<file path="config.mk">
export PLATFORM = sky130hd
export DESIGN_NAME = cc_top
export DESIGN_NICKNAME = d
export VERILOG_FILES = /design/src/source/cc_pkg.sv /design/src/source/acc_if.sv /design/src/source/spill_reg.sv /design/src/source/offload_router.sv /design/src/source/data_router.sv /design/src/source/cc_top.sv
export VERILOG_INCLUDE_DIRS = /design/src /design/src/include
export SDC_FILE = /design/constraint.sdc
export NUM_CORES = 1
export LEC_CHECK = 0
export BUFFER_PORTS_ARGS = -buffer_cell sky130_fd_sc_hd__clkbuf_2
export CORE_AREA = 5 5 255 257
export DETAILED_ROUTE_END_ITERATION = 6
export DIE_AREA = 0 0 260 262
export GPL_ROUTABILITY_DRIVEN = 1
export MAX_ROUTING_LAYER = met4
export PLACE_DENSITY = 0.47
export SYNTH_ARGS = -nofsm -noshare
export SYNTH_HDL_FRONTEND = slang
export SYNTH_SLANG_ARGS = --single-unit
</file>
<file path="constraint.sdc">
create_clock -name clk_i -period 16.25 [get_ports clk_i]
set_clock_uncertainty 0.1 [all_clocks]
set_input_delay 0.8125 -clock clk_i [delete_from_list [all_inputs] [get_ports clk_i]]
set_output_delay 0.8125 -clock clk_i [all_outputs]
set_load 0.02 [all_outputs]
</file>
<file path="src/include/cc_consts.svh">
// Core complex constants
// Widths, port counts and queue depth shared by the package and the RTL

`ifndef CC_CONSTS_SVH
`define CC_CONSTS_SVH

// Data path
`define CC_ADDR_W 32
`define CC_DATA_W 32

// Offload register tag and target select
`define CC_ID_W  5
`define CC_TGT_W 2

// Number of external accelerator ports
`define CC_NUM_ACC 3

// log2 of the TCDM size, sets the NAPOT match mask
`define CC_TCDM_ADDR_W 12

// Outstanding data requests tracked by the order queue
`define CC_ORDER_DEPTH 4

`endif

</file>
<file path="src/source/cc_pkg.sv">
// Core complex types
// Offload and data request/response payloads and the data port select

`default_nettype none

`include "cc_consts.svh"

package cc_pkg;

  // Offload request from the core, target picks the accelerator port
  typedef struct packed {
    logic [`CC_ID_W-1:0]  id;
    logic [`CC_TGT_W-1:0] target;
    logic [31:0]          op;
    logic [31:0]          arg;
  } acc_req_t;

  // Offload response, id echoes the request tag
  typedef struct packed {
    logic [`CC_ID_W-1:0] id;
    logic [31:0]         data;
    logic                error;
  } acc_rsp_t;

  // Data memory request
  typedef struct packed {
    logic [`CC_ADDR_W-1:0]   addr;
    logic                    write;
    logic [`CC_DATA_W-1:0]   wdata;
    logic [`CC_DATA_W/8-1:0] strb;
  } data_req_t;

  typedef struct packed {
    logic [`CC_DATA_W-1:0] rdata;
  } data_rsp_t;

  // Port chosen for a data request
  typedef enum logic {
    SEL_SOC  = 1'b0,
    SEL_TCDM = 1'b1
  } data_sel_e;

endpackage

`default_nettype wire

</file>
<file path="src/source/acc_if.sv">
// Offload stream interface
// Valid/ready handshake with a typed payload

`timescale 1ns/1ps
`default_nettype none

interface acc_if #(
  parameter type payload_t = logic
);

  logic     valid;
  logic     ready;
  payload_t payload;

  // Upstream side of a stream
  modport requester (
    output valid,
    output payload,
    input  ready
  );

  // Downstream side of a stream
  modport accelerator (
    input  valid,
    input  payload,
    output ready
  );

endinterface

`default_nettype wire

</file>
<file path="src/source/spill_reg.sv">
// Spill register
// Two-entry stream buffer, cuts both the valid and the ready path

`timescale 1ns/1ps
`default_nettype none

module spill_reg #(
  parameter type T = logic
) (
  input  logic clk_i,
  input  logic rst_ni,
  acc_if.accelerator in_i,
  acc_if.requester   out_o
);

  // Stage A takes new items, stage B holds one when the output stalls
  logic a_full_q, b_full_q;
  T     a_data_q, b_data_q;
  logic a_fill, a_drain, b_fill, b_drain;

  assign a_fill  = in_i.valid && in_i.ready;
  assign a_drain = a_full_q && !b_full_q;
  assign b_fill  = a_drain && !out_o.ready;
  assign b_drain = b_full_q && out_o.ready;

  always_ff @(posedge clk_i or negedge rst_ni) begin
    if (!rst_ni) begin
      a_full_q <= 1'b0;
      b_full_q <= 1'b0;
    end else begin
      if (a_fill || a_drain) a_full_q <= a_fill;
      if (b_fill || b_drain) b_full_q <= b_fill;
    end
  end

  always_ff @(posedge clk_i) begin
    if (a_fill) a_data_q <= in_i.payload;
    if (b_fill) b_data_q <= a_data_q;
  end

  // Ready comes straight from the fill state
  assign in_i.ready    = !a_full_q || !b_full_q;
  assign out_o.valid   = a_full_q || b_full_q;
  // B always holds the older item
  assign out_o.payload = b_full_q ? b_data_q : a_data_q;

  a_out_stable: assert property (@(posedge clk_i) disable iff (!rst_ni)
    out_o.valid && !out_o.ready |=> out_o.valid && $stable(out_o.payload))
    else $error("spill_reg output changed while stalled");

  a_in_held: assert property (@(posedge clk_i) disable iff (!rst_ni)
    in_i.valid && !in_i.ready |=> in_i.valid && $stable(in_i.payload))
    else $error("spill_reg input item withdrawn while full");

endmodule

`default_nettype wire

</file>
<file path="src/source/offload_router.sv">
// Offload router
// Steers requests to the accelerator ports by target, answers invalid
// targets with an error and merges all responses round-robin

`timescale 1ns/1ps
`default_nettype none

`include "cc_consts.svh"

module offload_router import cc_pkg::*; (
  input  logic                           clk_i,
  input  logic                           rst_ni,
  acc_if.accelerator                     req_i,
  acc_if.requester                       rsp_o,
  output logic     [`CC_NUM_ACC-1:0]     acc_req_valid_o,
  input  logic     [`CC_NUM_ACC-1:0]     acc_req_ready_i,
  output acc_req_t                       acc_req_o,
  input  logic     [`CC_NUM_ACC-1:0]     acc_rsp_valid_i,
  output logic     [`CC_NUM_ACC-1:0]     acc_rsp_ready_o,
  input  acc_rsp_t [`CC_NUM_ACC-1:0]     acc_rsp_i
);

  // Accelerator ports plus the internal error source
  localparam int unsigned NumIn = `CC_NUM_ACC + 1;
  localparam int unsigned PtrW  = $clog2(NumIn);

  logic                      tgt_valid;
  logic                      err_valid;
  logic                      err_ready;
  acc_rsp_t                  err_rsp;
  logic     [NumIn-1:0]      arb_valid;
  logic     [NumIn-1:0]      arb_ready;
  acc_rsp_t [NumIn-1:0]      arb_data;
  logic     [PtrW-1:0]       rr_q, rr_d;
  logic     [PtrW-1:0]       winner;
  logic                      any_valid;

  // ------------------------------------------------------------------
  // Request demux
  // ------------------------------------------------------------------
  assign tgt_valid = req_i.payload.target < `CC_NUM_ACC;
  assign acc_req_o = req_i.payload;

  always_comb begin
    acc_req_valid_o = '0;
    req_i.ready     = 1'b0;
    for (int k = 0; k < `CC_NUM_ACC; k++) begin
      if (req_i.payload.target == k) begin
        acc_req_valid_o[k] = req_i.valid;
        req_i.ready        = acc_req_ready_i[k];
      end
    end
    // No such accelerator, consumed when the error response goes out
    if (!tgt_valid) req_i.ready = err_ready;
  end

  // Error response for a missing target
  assign err_valid     = req_i.valid && !tgt_valid;
  assign err_rsp.id    = req_i.payload.id;
  assign err_rsp.data  = '0;
  assign err_rsp.error = 1'b1;

  // ------------------------------------------------------------------
  // Response arbiter
  // ------------------------------------------------------------------
  // Error source sits at the highest index
  assign arb_valid = {err_valid, acc_rsp_valid_i};
  assign arb_data  = {err_rsp, acc_rsp_i};

  // First valid input at or after the pointer wins
  always_comb begin
    logic [PtrW-1:0] idx;
    winner    = rr_q;
    any_valid = 1'b0;
    for (int i = 0; i < NumIn; i++) begin
      idx = PtrW'((rr_q + i) % NumIn);
      if (!any_valid && arb_valid[idx]) begin
        winner    = idx;
        any_valid = 1'b1;
      end
    end
  end

  always_comb begin
    arb_ready         = '0;
    arb_ready[winner] = any_valid && rsp_o.ready;
  end

  assign acc_rsp_ready_o = arb_ready[`CC_NUM_ACC-1:0];
  assign err_ready       = arb_ready[`CC_NUM_ACC];
  assign rsp_o.valid     = any_valid;
  assign rsp_o.payload   = arb_data[winner];

  // Pointer parks on a stalled winner to keep the output stable,
  // and moves past it once the transfer happens
  always_comb begin
    rr_d = rr_q;
    if (any_valid) begin
      if (rsp_o.ready) begin
        rr_d = (winner == PtrW'(NumIn - 1)) ? '0 : PtrW'(winner + 1'b1);
      end else begin
        rr_d = winner;
      end
    end
  end

  always_ff @(posedge clk_i or negedge rst_ni) begin
    if (!rst_ni) begin
      rr_q <= '0;
    end else begin
      rr_q <= rr_d;
    end
  end

  a_acc_req_held: assert property (@(posedge clk_i) disable iff (!rst_ni)
    |(acc_req_valid_o & ~acc_req_ready_i) |=> $stable(acc_req_valid_o) && $stable(acc_req_o))
    else $error("accelerator request changed while stalled");

  a_rsp_stable: assert property (@(posedge clk_i) disable iff (!rst_ni)
    rsp_o.valid && !rsp_o.ready |=> rsp_o.valid && $stable(rsp_o.payload))
    else $error("arbiter switched response while stalled");

endmodule

`default_nettype wire

</file>
<file path="src/source/data_router.sv">
// Data router
// Sends each core data request to TCDM or SoC by a NAPOT match on the TCDM
// base and returns the responses in request order

`timescale 1ns/1ps
`default_nettype none

`include "cc_consts.svh"

module data_router import cc_pkg::*; (
  input  logic                  clk_i,
  input  logic                  rst_ni,
  input  logic [`CC_ADDR_W-1:0] tcdm_base_i,
  // Core side
  input  logic                  req_valid_i,
  output logic                  req_ready_o,
  input  data_req_t             req_i,
  output logic                  rsp_valid_o,
  input  logic                  rsp_ready_i,
  output data_rsp_t             rsp_o,
  // SoC port
  output logic                  soc_req_valid_o,
  input  logic                  soc_req_ready_i,
  output data_req_t             soc_req_o,
  input  logic                  soc_rsp_valid_i,
  output logic                  soc_rsp_ready_o,
  input  data_rsp_t             soc_rsp_i,
  // TCDM port
  output logic                  tcdm_req_valid_o,
  input  logic                  tcdm_req_ready_i,
  output data_req_t             tcdm_req_o,
  input  logic                  tcdm_rsp_valid_i,
  output logic                  tcdm_rsp_ready_o,
  input  data_rsp_t             tcdm_rsp_i
);

  localparam logic [`CC_ADDR_W-1:0] TcdmMask = {`CC_ADDR_W{1'b1}} << `CC_TCDM_ADDR_W;
  localparam int unsigned PtrW = $clog2(`CC_ORDER_DEPTH);
  localparam int unsigned CntW = $clog2(`CC_ORDER_DEPTH + 1);

  data_sel_e             req_sel, head_sel;
  data_sel_e             order_q [`CC_ORDER_DEPTH];
  logic      [PtrW-1:0]  wr_ptr_q, rd_ptr_q;
  logic      [CntW-1:0]  count_q;
  logic                  full, empty;
  logic                  push, pop;

  // ------------------------------------------------------------------
  // Address decode and request steering
  // ------------------------------------------------------------------
  // Match on all bits above the TCDM size
  assign req_sel = (((req_i.addr ^ tcdm_base_i) & TcdmMask) == '0) ? SEL_TCDM : SEL_SOC;

  assign soc_req_valid_o  = req_valid_i && !full && (req_sel == SEL_SOC);
  assign tcdm_req_valid_o = req_valid_i && !full && (req_sel == SEL_TCDM);
  assign soc_req_o        = req_i;
  assign tcdm_req_o       = req_i;
  assign req_ready_o      = !full &&
                            ((req_sel == SEL_TCDM) ? tcdm_req_ready_i : soc_req_ready_i);

  // Every request, write included, gets exactly one response
  assign push = req_valid_i && req_ready_o;

  // ------------------------------------------------------------------
  // Order queue
  // ------------------------------------------------------------------
  assign full     = count_q == CntW'(`CC_ORDER_DEPTH);
  assign empty    = count_q == '0;
  assign head_sel = order_q[rd_ptr_q];

  always_ff @(posedge clk_i) begin
    if (push) order_q[wr_ptr_q] <= req_sel;
  end

  always_ff @(posedge clk_i or negedge rst_ni) begin
    if (!rst_ni) begin
      wr_ptr_q <= '0;
      rd_ptr_q <= '0;
      count_q  <= '0;
    end else begin
      if (push) begin
        wr_ptr_q <= (wr_ptr_q == PtrW'(`CC_ORDER_DEPTH - 1)) ? '0 : wr_ptr_q + 1'b1;
      end
      if (pop) begin
        rd_ptr_q <= (rd_ptr_q == PtrW'(`CC_ORDER_DEPTH - 1)) ? '0 : rd_ptr_q + 1'b1;
      end
      if (push && !pop) count_q <= count_q + 1'b1;
      else if (pop && !push) count_q <= count_q - 1'b1;
    end
  end

  // ------------------------------------------------------------------
  // Response return
  // ------------------------------------------------------------------
  // Only the port at the head is let through, the other one waits
  assign rsp_valid_o = !empty &&
                       ((head_sel == SEL_TCDM) ? tcdm_rsp_valid_i : soc_rsp_valid_i);
  assign rsp_o       = (head_sel == SEL_TCDM) ? tcdm_rsp_i : soc_rsp_i;

  assign tcdm_rsp_ready_o = !empty && (head_sel == SEL_TCDM) && rsp_ready_i;
  assign soc_rsp_ready_o  = !empty && (head_sel == SEL_SOC) && rsp_ready_i;

  assign pop = rsp_valid_o && rsp_ready_i;

  a_no_orphan_rsp: assert property (@(posedge clk_i) disable iff (!rst_ni)
    (soc_rsp_valid_i || tcdm_rsp_valid_i) |-> !empty)
    else $error("data response without an outstanding request");

endmodule

`default_nettype wire

</file>
<file path="src/source/cc_top.sv">
// Core complex data-movement fabric
// Offload cut registers and router, plus the TCDM/SoC data router

`timescale 1ns/1ps
`default_nettype none

`include "cc_consts.svh"

module cc_top import cc_pkg::*; (
  input  logic                          clk_i,
  input  logic                          rst_ni,
  input  logic     [`CC_ADDR_W-1:0]     tcdm_base_i,
  // Offload request from the core
  input  logic                          acc_req_valid_i,
  output logic                          acc_req_ready_o,
  input  acc_req_t                      acc_req_i,
  // Offload response to the core
  output logic                          acc_rsp_valid_o,
  input  logic                          acc_rsp_ready_i,
  output acc_rsp_t                      acc_rsp_o,
  // Accelerator ports
  output logic     [`CC_NUM_ACC-1:0]    acc_req_valid_o,
  input  logic     [`CC_NUM_ACC-1:0]    acc_req_ready_i,
  output acc_req_t                      acc_req_o,
  input  logic     [`CC_NUM_ACC-1:0]    acc_rsp_valid_i,
  output logic     [`CC_NUM_ACC-1:0]    acc_rsp_ready_o,
  input  acc_rsp_t [`CC_NUM_ACC-1:0]    acc_rsp_i,
  // Core data port
  input  logic                          data_req_valid_i,
  output logic                          data_req_ready_o,
  input  data_req_t                     data_req_i,
  output logic                          data_rsp_valid_o,
  input  logic                          data_rsp_ready_i,
  output data_rsp_t                     data_rsp_o,
  // SoC port
  output logic                          soc_req_valid_o,
  input  logic                          soc_req_ready_i,
  output data_req_t                     soc_req_o,
  input  logic                          soc_rsp_valid_i,
  output logic                          soc_rsp_ready_o,
  input  data_rsp_t                     soc_rsp_i,
  // TCDM port
  output logic                          tcdm_req_valid_o,
  input  logic                          tcdm_req_ready_i,
  output data_req_t                     tcdm_req_o,
  input  logic                          tcdm_rsp_valid_i,
  output logic                          tcdm_rsp_ready_o,
  input  data_rsp_t                     tcdm_rsp_i
);

  acc_if #(.payload_t(acc_req_t)) core_req ();
  acc_if #(.payload_t(acc_req_t)) acc_req_q ();
  acc_if #(.payload_t(acc_rsp_t)) acc_rsp_q ();
  acc_if #(.payload_t(acc_rsp_t)) core_rsp ();

  // Core offload ports onto the streams
  assign core_req.valid   = acc_req_valid_i;
  assign core_req.payload = acc_req_i;
  assign acc_req_ready_o  = core_req.ready;

  assign acc_rsp_valid_o  = core_rsp.valid;
  assign acc_rsp_o        = core_rsp.payload;
  assign core_rsp.ready   = acc_rsp_ready_i;

  // ------------------------------------------------------------------
  // Offload path
  // ------------------------------------------------------------------
  spill_reg #(
    .T (acc_req_t)
  ) i_spill_req (
    .clk_i  (clk_i),
    .rst_ni (rst_ni),
    .in_i   (core_req),
    .out_o  (acc_req_q)
  );

  offload_router i_offload_router (
    .clk_i           (clk_i),
    .rst_ni          (rst_ni),
    .req_i           (acc_req_q),
    .rsp_o           (acc_rsp_q),
    .acc_req_valid_o (acc_req_valid_o),
    .acc_req_ready_i (acc_req_ready_i),
    .acc_req_o       (acc_req_o),
    .acc_rsp_valid_i (acc_rsp_valid_i),
    .acc_rsp_ready_o (acc_rsp_ready_o),
    .acc_rsp_i       (acc_rsp_i)
  );

  spill_reg #(
    .T (acc_rsp_t)
  ) i_spill_rsp (
    .clk_i  (clk_i),
    .rst_ni (rst_ni),
    .in_i   (acc_rsp_q),
    .out_o  (core_rsp)
  );

  // ------------------------------------------------------------------
  // Data path
  // ------------------------------------------------------------------
  data_router i_data_router (
    .clk_i            (clk_i),
    .rst_ni           (rst_ni),
    .tcdm_base_i      (tcdm_base_i),
    .req_valid_i      (data_req_valid_i),
    .req_ready_o      (data_req_ready_o),
    .req_i            (data_req_i),
    .rsp_valid_o      (data_rsp_valid_o),
    .rsp_ready_i      (data_rsp_ready_i),
    .rsp_o            (data_rsp_o),
    .soc_req_valid_o  (soc_req_valid_o),
    .soc_req_ready_i  (soc_req_ready_i),
    .soc_req_o        (soc_req_o),
    .soc_rsp_valid_i  (soc_rsp_valid_i),
    .soc_rsp_ready_o  (soc_rsp_ready_o),
    .soc_rsp_i        (soc_rsp_i),
    .tcdm_req_valid_o (tcdm_req_valid_o),
    .tcdm_req_ready_i (tcdm_req_ready_i),
    .tcdm_req_o       (tcdm_req_o),
    .tcdm_rsp_valid_i (tcdm_rsp_valid_i),
    .tcdm_rsp_ready_o (tcdm_rsp_ready_o),
    .tcdm_rsp_i       (tcdm_rsp_i)
  );

endmodule

`default_nettype wire

</file>
# Word-level counts from Yosys, hierarchy flattened
# Memory sizes are Yosys's and may differ from the RTL's.
# Index checks and enable logic that the tools add are counted.
# op_classes
shifts	0
mul	0
reduce_logical	52
n_eq_ne	6
n_lt_le_gt_ge	7
add_sub_neg	8
mux	40
div	0
bitwise_logic	4
# op_table
op	count
binary-select mux 38 bit (select 2 bit)	1
2-to-1 mux 38 bit	2
2-to-1 mux 71 bit	1
logical NOT 32 bit	1
2-to-1 mux 32 bit	1
bitwise XOR 32 bit	1
logical AND 1 bit	26
2-to-1 mux 1 bit	21
< comparator 2 x 3 -> 1 bit (second input constant)	5
logical NOT 1 bit	14
2-to-1 mux 2 bit	7
adder 2 x 1 -> 2 bit (second input constant)	4
binary-select mux 1 bit (select 2 bit)	4
== test 2 bit (second input constant)	4
logical OR 1 bit	8
2-to-1 mux 3 bit	2
adder 2 bit (second input constant)	2
bitwise AND 4 bit	1
adder 3 x 1 -> 3 bit (second input constant)	1
== test 3 bit (second input constant)	1
logical NOT 3 bit	1
subtractor 3 x 1 -> 3 bit (second input constant)	1
demux 1 bit (select 2 bit)	1
== test 2 x 1 -> 1 bit (second input constant)	1
5 further kinds	6
# totals
latch_bits	0
n_memories	1
out_inout_bits	293
ramBits	4
inputBits	366
romBits	0
register_bits	231
# memory_table
name	depth	word_bits	rd	rd_ports_with_merged_regs	wr	line_no	source
i_data_router.order_q	4	1	1	0	1	data_router.sv:42	data_sel_e order_q [`CC_ORDER_DEPTH];

# Longest topological paths before layout
# Gate-level depths: netlist of run 1.
# depth
depth_word	25
mapped_depth	12

# Modules after synthesis
# Synthesis of run 1 repeated with hierarchy kept, for this count alone.
# unflattened
hier_cells	826
area_unflattened_um2	12418.2
# by_module_without_submodules
module	cells_per_inst	seq_area_each_um2	instances	area_each_um2
spill_reg (i_spill_req)	230	4314.1	1	5322.6
spill_reg (i_spill_rsp)	127	2332.2	1	3012.9
data_router	255	295.3	1	2321.0
offload_router	214	50.0	1	1761.7

# Least setup slack after synthesis of run 1
# Ideal clock, no wire load.
# synth_path
path_kind	in2reg
start	in acc_rsp_valid_i[0]
end	reg i_spill_req.b_data_q[0] (netlist name), enable pin
t_arrival_ns	5.106
path_slack_ns	10.557
path_stages	9
setup_time_ns	0.488
path_cell_list	nor2b_1 > a21oi_1 > o21ai_1 > nor2_1 > clkbuf_1 > ha_1 > and3_1 > mux4_2 > nor3b_2
# synth_via
elab_chain_len	20
word_cells_on_any_way	31
# synth_rtl
element	line_no	source
start: declaration	cc_top.sv:25	input logic [`CC_NUM_ACC-1:0] acc_rsp_valid_i,
binary-select mux 1 bit (select 2 bit)	offload_router.sv:77	if (!any_valid && arb_valid[idx]) begin
2-to-1 mux 1 bit (implied by the code)	offload_router.sv:77	
2-to-1 mux 1 bit	offload_router.sv:77	
logical NOT 1 bit	offload_router.sv:77	
logical AND 1 bit	offload_router.sv:77	
2-to-1 mux 1 bit	offload_router.sv:77	
logical NOT 1 bit	offload_router.sv:77	
logical AND 1 bit	offload_router.sv:77	
(+5 left out)	n/a	
logical AND 1 bit	offload_router.sv:86	arb_ready[winner] = any_valid && rsp_o.ready;
2-to-1 mux 1 bit (implied by the code)	offload_router.sv:86	
demux 1 bit (select 2 bit)	n/a	
bitwise AND 4 bit (no line) (*)	n/a	
2-to-1 mux 1 bit (*)	offload_router.sv:54	if (!tgt_valid) req_i.ready = err_ready;
logical NOT 1 bit (*)	spill_reg.sv:23	assign b_fill = a_drain && !out_o.ready;
logical AND 1 bit (*)	spill_reg.sv:23	
via i_spill_req.b_fill	spill_reg.sv:19	logic a_fill, a_drain, b_fill, b_drain;
end signal: assignment	spill_reg.sv:38	if (b_fill) b_data_q <= a_data_q;
end: declaration	spill_reg.sv:18	T a_data_q, b_data_q;
# The timed path passes the listed nets; every way through them passes the cells marked *. The select of a mux whose other input is x is not followed.
# A chain may end at the register's enable or synchronous reset.

# Worst setup path after layout of run 1
# layout_path
start	reg i_spill_req.b_full_q
end	reg i_spill_req.b_data_q[29] (netlist name), enable pin
# layout_via
elab_chain_len	24
word_cells_on_any_way	44
# layout_rtl
element	line_no	source
start: declaration	spill_reg.sv:17	logic a_full_q, b_full_q;
start signal: assignment	spill_reg.sv:32	if (b_fill || b_drain) b_full_q <= b_fill;
2-to-1 mux 71 bit	spill_reg.sv:45	assign out_o.payload = b_full_q ? b_data_q : a_data_q;
< comparator 2 bit (no line)	n/a	
logical NOT 1 bit	n/a	
logical AND 1 bit	offload_router.sv:58	assign err_valid = req_i.valid && !tgt_valid;
binary-select mux 1 bit (select 2 bit)	offload_router.sv:77	
2-to-1 mux 1 bit (implied by the code)	offload_router.sv:77	
2-to-1 mux 1 bit	offload_router.sv:77	
logical NOT 1 bit	offload_router.sv:77	
(+9 left out)	n/a	
logical AND 1 bit	offload_router.sv:86	
2-to-1 mux 1 bit (implied by the code)	offload_router.sv:86	
demux 1 bit (select 2 bit)	n/a	
bitwise AND 4 bit (no line)	n/a	
2-to-1 mux 1 bit	offload_router.sv:54	
logical NOT 1 bit	spill_reg.sv:23	
logical AND 1 bit (*)	spill_reg.sv:23	
via i_spill_req.b_fill	spill_reg.sv:19	
# Marks and branches as above.

==> summary.md, run 1 <==
| Metric | Value |
|---|---|
| Via count | 7353 |
| Die area | 0.0681 mm² |
| PwrDens | about 170 mW/mm² |
| Clk_lat worst skew | roughly 560 ps |
| Status | complete, no violations |
| Comb pwr share | 0.399 |
| Slew Limit Headroom | 0.276 |
| Vert. Die Dim | 262 µm |
| CP max stage delay | 550 ps |
| WHS | 104 ps |
| Drt first pass iters | 4 |
| Area Overhead vs Synth | 29.3% |
| Post-DP HPWL | 30700 µm |
| Post-synthesis sequential area ratio | 0.609 |
| Net Count, Synth | 1132 |
| Clk pwr share | 0.232 |
| Fin crit share | 0.290 |
| Final ANT Viol Nets | 0 |
| Final Max Tran Viols | 0 |
| Total global-route track usage | 0.107 |
| Commonest non-fill, non-tap cell in the layout | clkbuf_2 |
| Most used DFF post-synth | edfxtp_1 |
| Seq pwr share | 0.369 |
| Global-route wire length before repair | 52700 µm |
| Number of synthesized flops with an enable pin | 222 |
| Buffers inserted by post-CTS timing repair | 0 |
| Syn Area/Cell | 15.2 µm² |
| Share of cells above drive strength 1 | 0.617 |
| Crit Path Category | reg2reg |
| CTS tree | yes |
| Worst Path Arrival | 4800 ps |
| Vias/cell | ~3.7 |
| Switching share of power | 0.374 |
| Psw | 0.956 mW |
| Initial DRC Count | 284 |
| Post-Route WL | 38700 µm |
| Boundary pin count | 659 |
| Crit path max-delay family | buffers and inverters |
| Startpoint types | register |
| Fin crit period | 4710 ps |
| # setup viols final | 0 |
| Initial core utilization | 0.184 |
| Die X-Extent | 260 µm |
| Filler cells | between 6k and 7k |
| CP max FO | 76 |
| Synthesized instance count | 755 |
| Number of remaining DRC errors | 0 |
| Final Hold Violating Endpoints | 0 |
| TritonCTS Buffers | 28 |
| Critical-path top delay cell | mux4_2 |
| P_int | 1.60 mW |
| Most frequent cells in the layout | clkbuf_2, edfxtp_1, mux2_2, mux2i_1, o2bb2ai_1 |
| Worst EP required | 16350 ps |
| Port buffer count | about 500 |
| Ys Warns | 0 |
| CORE AREA | 0.0625 mm² |
| Cell Area, Synth | 0.0115 mm² |
| Largest net degree at the start of global routing | 77 |
| Placer congestion estimate | 0.786 |
| CP most frequent cell | buf_4 |
| Sink Count | 235 |
| CTS H-tree lvls | 1 |
| Gr ovfl total | 0 |
| Register Area | 0.00700 mm² |
| Clock root buffer | clkbuf_16 |
| Synth Register Bits | between 200 and 250 |
| Max Cap Viol | 0 |
| Final Util | 0.237 |
| Endpoint type of the worst setup path | register |
| HP Class | in2async |
| Clock-pin slew on the worst setup and hold paths | 70 ps |
| Area of the multi-input gates | 0.00330 mm² |
| Post-CTS Hold Fix Bufs | 0 |
| Fmax | about 210 MHz |
| Final Net Count | approximately 1.5k |
| Fraction of synthesis flops using an asynchronous set or reset pin | 0.0553 |
| Post-CTS resize count | 0 |
| FP Rows | 92 |
| Initial antenna violation count | 4 |
| Setup TNS | 0 ps |
| RSZ-0062 raised after global routing | false |
| Lkg Pwr | just over 6 nW |
| Clk buf depth | 3 |
| Cell Chain, Critical Path | buf_4 > and3_1 > a31oi_4 > a21boi_1 > nor2_4 > buf_4 > ha_1 > and3_1 > mux4_2 > nor3b_4 > buf_4 |
| Slew of the pin with the lowest slew margin | about 1100 ps |
| Number of global-route vias before repair | 7843 |
| Overall Power | 2.56 mW |
| Routed len/inst | slightly below 20 µm |
| WP buf/inv | 3 |
| Yosys cell types | 45 |
| Peak supply drop | 0.0969 mV |
==> per-layer routing <==
layer | track usage | part of all wire
met1 | 0.137 | 0.43
met2 | 0.143 | 0.41
met4 | 0.0203 | 0.019
met3 | 0.0664 | 0.14
met5 | - | 0
==> kinds of logic (layout without fill, tap and decap cells) <==
group / Yosys count / in the layout / share of synthesized area
AO/OA/AOI/OAI: 47 / 47 / 0.0334
other: 0 / 5 / 0
buffers and inverters: 181 / 571 / 0.107
AND/OR/NAND/NOR: 59 / 59 / 0.0284
flip-flops: 235 / 235 / 0.609
multiplexers: 198 / 198 / 0.191
XOR/XNOR: 24 / 24 / 0.0183
adder cells (fa/ha/maj): 11 / 11 / 0.0126
==> sequential cells by signal, indices dropped and copies added (netlist names) <==
signal                  count
i_spill_rsp.b_full_q        1
i_spill_req.a_data_q       71
i_data_router.order_q       4
i_spill_rsp.a_data_q       38
i_spill_req.b_full_q        1
i_spill_req.b_data_q       71
i_spill_rsp.b_data_q       38
i_spill_req.a_full_q        1
i_data_router.wr_ptr_q      2
i_offload_router.rr_q       2
i_data_router.count_q       3
i_spill_rsp.a_full_q        1
i_data_router.rd_ptr_q      2
==> stage by stage <==
step / std cells / instance area (µm²) / worst slack (ps)
6_report: 1996 / 14800 / 11550
5_1_grt: 1995 / 14800 / 11180
4_1_cts: 1991 / 14800 / 11370
3_5_place_dp: 1940 / 14000 / 11390
3_3_place_gp: 1940 / 14000 / 11430
2_1_floorplan: 755 / 11500 / 10560
==> synth_stat cells, types with 3 or more instances <==
cell type  instances  area share
edfxtp_1         222        0.58
buf_4            142       0.093
mux2_2           141        0.14
mux2i_1           51       0.044
o2bb2ai_1         32       0.024
nor2_1            17      0.0056
xor2_1            14       0.011
dfrtp_1           13       0.028
clkbuf_1          11      0.0036
ha_1              10       0.011
inv_1             10      0.0033
xnor2_1           10      0.0076
buf_2              8      0.0035
a21oi_1            7      0.0031
nand2_1            6      0.0020
and3_1             5      0.0027
buf_1              5      0.0016
nand3_1            5      0.0022
inv_2              4      0.0013
nor2b_1            4      0.0022
nor3_1             4      0.0017
nor4_1             4      0.0022
mux2_1             3      0.0029
nor3b_1            3      0.0020
==> path summary, 6_finish.rpt <==
kind                                                     from                                 end  slack, ps  cells past startpoint
hold / removal                                         rst_ni    i_spill_req.b_full_q$_DFFE_PN0P_        100                      1
setup / recovery             i_spill_req.b_full_q$_DFFE_PN0P_  i_spill_req.b_data_q[29]$_DFFE_PP_      11550                     11
min in group clk_i                              acc_req_i[65]  i_spill_req.a_data_q[65]$_DFFE_PP_        320                      1
hold reg to reg            i_spill_req.a_data_q[39]$_DFFE_PP_  i_spill_req.b_data_q[39]$_DFFE_PP_        340                      0
setup reg to reg             i_spill_req.b_full_q$_DFFE_PN0P_  i_spill_req.b_data_q[29]$_DFFE_PP_      11550                     11
max in group asynchronous                              rst_ni    i_spill_rsp.b_full_q$_DFFE_PN0P_      15570                      1
==> worst reg2reg max path, delay by kind of cell, from the launching register on <==
| family | cells | cell delay (ps) |
|---|---|---|
| buffers and inverters | 3 | 1250 |
| flip-flops | 1 | 470 |
| AND/OR/NAND/NOR | 4 | 870 |
| AO/OA/AOI/OAI | 2 | 770 |
| adder cells (fa/ha/maj) | 1 | 270 |
| multiplexers | 1 | 550 |
==> power by group through the flow <==
stage                     combinational, mW  sequential (mW)  clock, mW
after floorplan                       0.729            0.936          0
after global placement                 1.04            0.949          0
after detailed placement               1.04            0.957          0
after CTS                              1.05            0.946      0.622
after global routing                   1.11            0.961      0.647
final                                  1.02            0.943      0.592
==> final cells by class <==
type                       instances  share of cell area
multi-input combinational        339               0.222
tap                              846              0.0713
timing repair buffer             506               0.172
clock buffer                      33              0.0485
antenna                            5            0.000843
inverter                          14             0.00354
sequential                       235               0.472
clock inverter                    18              0.0102
Note: power is estimated with default switching activity, not from simulation.
==> run 2: changes to the inputs <==
- ABC_AREA: default -> 1
- CORE_AREA: 5 5 255 257 -> 5 5 254 256
- DIE_AREA: 0 0 260 262 -> 0 0 259 261
- PLACE_DENSITY: 0.47 -> 0.49
- clock period: 16.25 -> 4.9 ns (I/O delays scaled with it)
==> run 2 against run 1 <==
  * Combinational power grew to 7.2 times the previous value
  * Routed wire length grew 11%
  * Setup slack lost 11000 ps
  * Via count grew 44%
  * Cell count grew 40%
  * Worst hold slack lost 63 ps
  * Fmax grew 13%
  * Critical path type unchanged
  * Design area grew 17%
  * Power grew to 5.0 times the previous value
  * Clock power grew to 3.4 times the previous value
  * Largest power group unchanged
  * Highest routed layer unchanged
==> summary.md, run 2 <==
| Metric | Value |
|---|---|
| Number of remaining DRC errors | 0 |
| Biggest regs | i_spill_req.a_data_q: 71 flops, i_spill_req.b_data_q: 71 flops |
| Sink Count | 235 |
| Clock-pin slew on the worst setup and hold paths | 60 ps |
| Port buffer count | roughly 500 |
| Cell Chain, Critical Path | inv_2 > buf_4 > nand2_1 > nand2_2 > nand3_1 > nand2_1 > nand3_1 > nand2_2 > nand3_1 > nand2_1 > nand2_2 > nand2_2 > buf_4 > nand2_1 > nand2_1 > dlygate4sd3_1 > nand2_1 > nand2_1 > dlygate4sd3_1 |
| Net Count, Synth | 1766 |
| Fin crit period | 4160 ps |
| Gr ovfl total | 0 |
| PwrDens | ~740 mW/mm² |
| Cell Area, Synth | 0.0123 mm² |
| Filler cells | around 6.6k |
| Synth area leader | edfxtp_1 |
| Final ANT Viol Nets | 0 |
| Cells after DPL | 2561 |
| Max Cap Viol | 0 |
| Final Hold Violating Endpoints | 0 |
| Area Overhead vs Synth | 41.2% |
| Critical-path top delay cell | dlygate4sd3_1 |
| Share of cells above drive strength 1 | 0.303 |
| Post-Route WL | 42800 µm |
| Number of synthesized flops with an enable pin | about 220 |
| Post-CTS resize count | 0 |
| Fmax | 240 MHz |
| Post-synthesis sequential area ratio | 0.569 |
| Slew Limit Headroom | 0.388 |
| Yosys cell types | 36 |
| Vias/cell | 3.81 |
| Final Util | 0.279 |
| Area of the multi-input gates | 0.00374 mm² |
| Synthesized instance count | 1389 |
| RSZ-0062 raised after global routing | false |
| Die X-Extent | 259 µm |
| Initial core utilization | 0.197 |
| Commonest non-fill, non-tap cell in the layout | nand2_1 |
| Initial antenna violation count | 4 |
| Synth area leaders | edfxtp_1, nand2_1, buf_4, dfrtp_1, nand3_1 |
| Peak supply drop | 0.672 mV |
| Clock root buffer | clkbuf_16 |
| TritonCTS Buffers | 29 |
| Initial DRC Count | between 400 and 500 |
| Total global-route track usage | 0.121 |
| Overall Power | 12.8 mW |
| CTS tree | yes |
| WHS | 40.7 ps |
| CTS H-tree lvls | 1 |
| Setup TNS | 0 ps |
| Number of global-route vias before repair | 10.8k |
| Non-filler instance count after layout | 2786 |
| Ys Warns | 0 |
| Via count | between 10k and 15k |
| WP buf/inv | 5 |
| Most common cell in the netlist | nand2_1 |
| Most used DFF post-synth | edfxtp_1 |
| Commonest cells in the netlist | nand2_1, edfxtp_1, buf_4 |
| Yosys top cell area share | 0.542 |
| Crit Path Category | reg2reg |
| CORE AREA | 0.0623 mm² |
| Placer congestion estimate | 0.858 |
| Post-DP HPWL | 31700 µm |
| Largest net degree at the start of global routing | 48 |
| Crit path max-delay family | buffers and inverters |
| Fraction of synthesis flops using an asynchronous set or reset pin | 0.0553 |
| Clk_lat worst skew | 590 ps |
| Fin crit share | 0.849 |
| Clk buf depth | 3 |
| Startpoint types | register |
| Die area | 0.0676 mm² |
| Worst Path Arrival | 4500 ps |
| CP max stage delay | between 500 and 600 ps |
| HP Class | in2reg |
| Syn Area/Cell | just under 9 µm² |
| Status | complete, no violations |
| Final Net Count | ~2.3k |
| Endpoint type of the worst setup path | register |
| Synth Register Bits | 235 |
| Global-route wire length before repair | 62600 µm |
| Most frequent cells in the layout | nand2_1, clkbuf_2, edfxtp_1, dlygate4sd3_1, inv_1 |
| Routed len/inst | 15.4 µm |
| FP Rows | 92 |
| Slew of the pin with the lowest slew margin | 918 ps |
| # setup viols final | 0 |
| Lkg Pwr | around 8.5 nW |
| Final Max Tran Viols | 0 |
| Vert. Die Dim | 261 µm |
| CP max FO | 47 |
| Drt first pass iters | 4 |
| Boundary pin count | 659 |
| Worst EP required | between 5000 and 6000 ps |
| Register Area | 0.00699 mm² |
| CP most frequent cell | nand2_1 |
-- run 2: timing repair --
action | in CTS | in global routing
hold buffers | 170 | 0
setup buffers | 0 | 0
endpoints found under the hold margin | 127 | 0
-- run 2: worst paths after layout --
kind	startpoint	end	slack, ps	cells after the start
setup / recovery	i_spill_req.b_full_q$_DFFE_PN0P_	i_spill_rsp.a_data_q[21]$_DFFE_PP_	740	19
hold / removal	acc_rsp_i[109]	i_spill_rsp.a_data_q[33]$_DFFE_PP_	40	5
setup reg to reg	i_spill_req.b_full_q$_DFFE_PN0P_	i_spill_rsp.a_data_q[21]$_DFFE_PP_	740	19
hold reg to reg	i_spill_req.a_data_q[31]$_DFFE_PP_	i_spill_req.b_data_q[31]$_DFFE_PP_	340	0
max in group asynchronous	rst_ni	i_spill_rsp.b_full_q$_DFFE_PN0P_	4230	2
min in group asynchronous	rst_ni	i_data_router.wr_ptr_q[1]$_DFFE_PN0P_	80	2
-- run 2: logic make-up after synthesis --
| family | after synthesis | synth area share |
|---|---|---|
| muxes | 1 | 0.000916 |
| adders and majority gates | 11 | 0.0118 |
| buffers and inverters | 274 | 0.131 |
| and+or+nand+nor | 834 | 0.267 |
| AOI/OAI and AO/OA | 18 | 0.00834 |
| xor gates and xnor gates | 16 | 0.0120 |
| DFF | 235 | 0.569 |
-- run 2: per-stage QoR --
stage | setup WS (ps) | cell area [µm²]
floorplan | 117 | 12300
global placement | 1210 | 14800
detailed placement | 1170 | 14800
CTS | 670 | 17300
global route | 473 | 17400
finish | 741 | 17400
-- run 2: worst reg2reg max path: cells and delay by family (launching register included) --
| family | cells | cell delay (ps) |
|---|---|---|
| simple gates | 14 | 1560 |
| buf+inv | 5 | 1980 |
| flops | 1 | 400 |
-- run 2: layout make-up --
type                    instances  area share
diodes                          4    0.000577
clock buffers                  34      0.0429
clock inverters                17     0.00800
inverters                      82      0.0177
multi-input cells             880       0.215
flip-flops and latches        235       0.403
well taps                     846      0.0610
repair buffers                688       0.252
-- run 2: report_power, final --
part	switching, mW	internal [mW]
Sequential	0.279	3.21
Clock	0.880	1.14
Combinational	4.73	2.58
Total	5.88	6.93
-- run 2: layer usage --
metal / share of wire / wire length, µm / GRT usage
met3: 0.069 / 2970 / 0.0285
met1: 0.41 / 17500 / 0.143
met5: 0 / 0 / -
met2: 0.48 / 20500 / 0.202
met4: 0.042 / 1790 / 0.0449
==> run 3: changes to the inputs <==
- clock period: 4.9 -> 4.3 ns (I/O delays scaled with it)
==> run 3 against run 2 <==
  * Critical path depth is 6 lower
  * Setup slack worse by 360 ps
  * Design area is 1.1% higher
  * Register-to-register slack worse by 360 ps
  * Utilization is 0.29 points higher
  * Global-route usage is 0.18 points higher
  * Critical path type unchanged
  * Critical endpoint is now i_spill_rsp.a_data_q[28]$_DFFE_PP_
  * Largest power group unchanged
  * Highest routed layer unchanged
==> summary.md, run 3 (synthesized netlist as in run 2, its figures left out) <==
| Metric | Value |
|---|---|
| Status | complete, no violations |
| Most frequent cells in the layout | nand2_1, clkbuf_2, edfxtp_1, dlygate4sd3_1, inv_1 |
| Crit Path Category | reg2reg |
| Endpoint type of the worst setup path | register |
| Initial core utilization | 0.197 |
| Worst Path Arrival | 4270 ps |
| Gr ovfl total | 0 |
| Boundary pin count | approximately 660 |
| Initial antenna violation count | 6 |
| Lkg Pwr | 8.59 nW |
| Initial DRC Count | 576 |
| Vert. Die Dim | approximately 260 µm |
| FP Rows | 92 |
| Die area | around 0.068 mm² |
| Final Util | 0.282 |
| Placer congestion estimate | 0.851 |
| Commonest non-fill, non-tap cell in the layout | nand2_1 |
| HP Class | in2reg |
| Drt first pass iters | 5 |
| Clock root buffer | clkbuf_16 |
| Buffers inserted by post-CTS timing repair | 0 |
| Startpoint types | register |
| Final Max Tran Viols | 0 |
| Routed len/inst | between 15 and 20 µm |
| Clock-pin slew on the worst setup and hold paths | 60 ps |
| WL met3 | 2750 µm |
| Number of remaining DRC errors | 0 |
| Die X-Extent | 259 µm |
| Area of the multi-input gates | around 0.0037 mm² |
| Register Area | 0.00699 mm² |
| Critical-path top delay cell | dfrtp_1 |
| Slew Limit Headroom | 0.443 |
| Slew of the pin with the lowest slew margin | 836 ps |
| Cells after DPL | 2563 |
| Area post-placement | 0.0148 mm² |
| Share of cells above drive strength 1 | 0.301 |
| Post-DP HPWL | 31800 µm |
| Crit path max-delay family | buffers and inverters |
| Max Cap Viol | 0 |
| # setup viols final | 0 |
| Fin crit period | 3910 ps |
| Area Overhead vs Synth | 42.7% |
| Via count | 10.8k |
| Filler cells | 6619 |
| CTS tree | yes |
| Worst EP required | 4650 ps |
| Cell Chain, Critical Path | inv_1 > o21ai_0 > nand2_1 > o21ai_2 > nand3_2 > nand2_2 > buf_4 > nand3_1 > nand2_1 > dlygate4sd3_1 > nand2_1 > nand2_1 > dlygate4sd3_1 |
| Post-Route WL | 43100 µm |
| Sink Count | 235 |
| Port buffer count | between 400 and 500 |
| Setup slack after layout | 385 ps |
| Largest net degree at the start of global routing | 63 |
| Number of global-route vias before repair | 11.0k |
| Global-route wire length before repair | 63300 µm |
| Wl on met1 | 18000 µm |
| Final Hold Violating Endpoints | 0 |
| CORE AREA | 0.0623 mm² |
| Peak supply drop | 0.865 mV |
| Met2 wire length | 20400 µm |
| Uppermost layer routed | met4 |
| RSZ-0062 raised after global routing | false |
| Non-filler instance count after layout | approximately 2.8k |
| Biggest regs | i_spill_req.a_data_q: 71 flops, i_spill_req.b_data_q: 71 flops |
| Vias/cell | about 3.8 |
| Final ANT Viol Nets | 0 |
| CP max FO | 44 |
| Fin crit share | 0.910 |
| PwrDens | 852 mW/mm² |
| CP max stage delay | 600 ps |
| Clk_lat worst skew | 590 ps |
| Final Net Count | 2306 |
| WP buf/inv | 4 |
| Total global-route track usage | 0.123 |
| Place WS | 691 ps |
| Setup TNS | 0 ps |
| TritonCTS Buffers | 29 |
| Clk buf depth | 3 |
| Fmax | 255 MHz |
| Fin area | 0.0175 mm² |
| CP most frequent cell | nand2_1 |
| CTS H-tree lvls | 1 |
==> run 3: changes by cell type in the layout (fill, tap and decap cells not counted) <==
cell,previous run,this run
diode_2,4,5
buf_4,17,18
dlygate4sd3_1,170,181
clkinv_1,6,4
bufinv_16,1,3
clkbuf_1,5,12
clkinv_4,3,1
buf_6,0,1
clkinv_2,4,2
==> run 3: path summary, 6_finish.rpt <==
path	from	to	slack, ps	depth (start not counted)
setup / recovery	i_offload_router.rr_q[0]$_DFFE_PN0P_	i_spill_rsp.a_data_q[28]$_DFFE_PP_	390	13
hold / removal	acc_rsp_i[109]	i_spill_rsp.a_data_q[33]$_DFFE_PP_	60	5
setup reg to reg	i_offload_router.rr_q[0]$_DFFE_PN0P_	i_spill_rsp.a_data_q[28]$_DFFE_PP_	390	13
hold reg to reg	i_spill_req.a_data_q[9]$_DFFE_PP_	i_spill_req.b_data_q[9]$_DFFE_PP_	340	0
max in group asynchronous	rst_ni	i_spill_rsp.b_full_q$_DFFE_PN0P_	2510	4
min in group asynchronous	rst_ni	i_spill_rsp.a_full_q$_DFFE_PN0P_	520	3
==> run 3: timing repair <==
item / CTS / global route
endpoints found under the setup margin: 0 / 1
endpoints found under the hold margin: 136 / 0
hold buffers: 181 / 0
resized for setup: 0 / 1
==> run 3: report_power, final <==
part,leakage [nW],switching [mW],internal [mW]
combinational,5.89,5.44,3.10
sequential,2.26,0.314,3.66
clock,0.445,0.995,1.43
==> run 3: final cells by class <==
class,instances,area share
Tap cell,846,0.0603
Sequential cell,235,0.399
Antenna cell,5,0.000713
Multi-Input combinational cell,880,0.213
Clock buffer,41,0.0439
Inverter,82,0.0175
Clock inverter,13,0.00934
Timing Repair Buffer,701,0.256
==> run 3: worst reg2reg max path, cell delays in order, from the launching register on <==
cell and delay [ps]:
dfrtp_1 600, inv_1 190, o21ai_0 330, nand2_1 160, o21ai_2 150, nand3_2 160
nand2_2 100, buf_4 450, nand3_1 190, nand2_1 100, dlygate4sd3_1 560, nand2_1 60
nand2_1 80, dlygate4sd3_1 560
==> run 3: through the flow <==
step           total power [mW]  hold slack, ps
6_report                   15.0            62.1
2_1_floorplan              8.89            -181
3_3_place_gp               11.3            90.1
4_1_cts                    15.2            6.60
5_1_grt                    16.2            32.9
3_5_place_dp               11.4             101
==> run 3: per-layer routing <==
| layer | track usage | vias up |
|---|---|---|
| li1 | - | 5349 |
| met1 | 0.148 | 4946 |
| met2 | 0.202 | 353 |
| met3 | 0.0265 | 130 |
| met4 | 0.0503 | 0 |
| met5 | - | - |
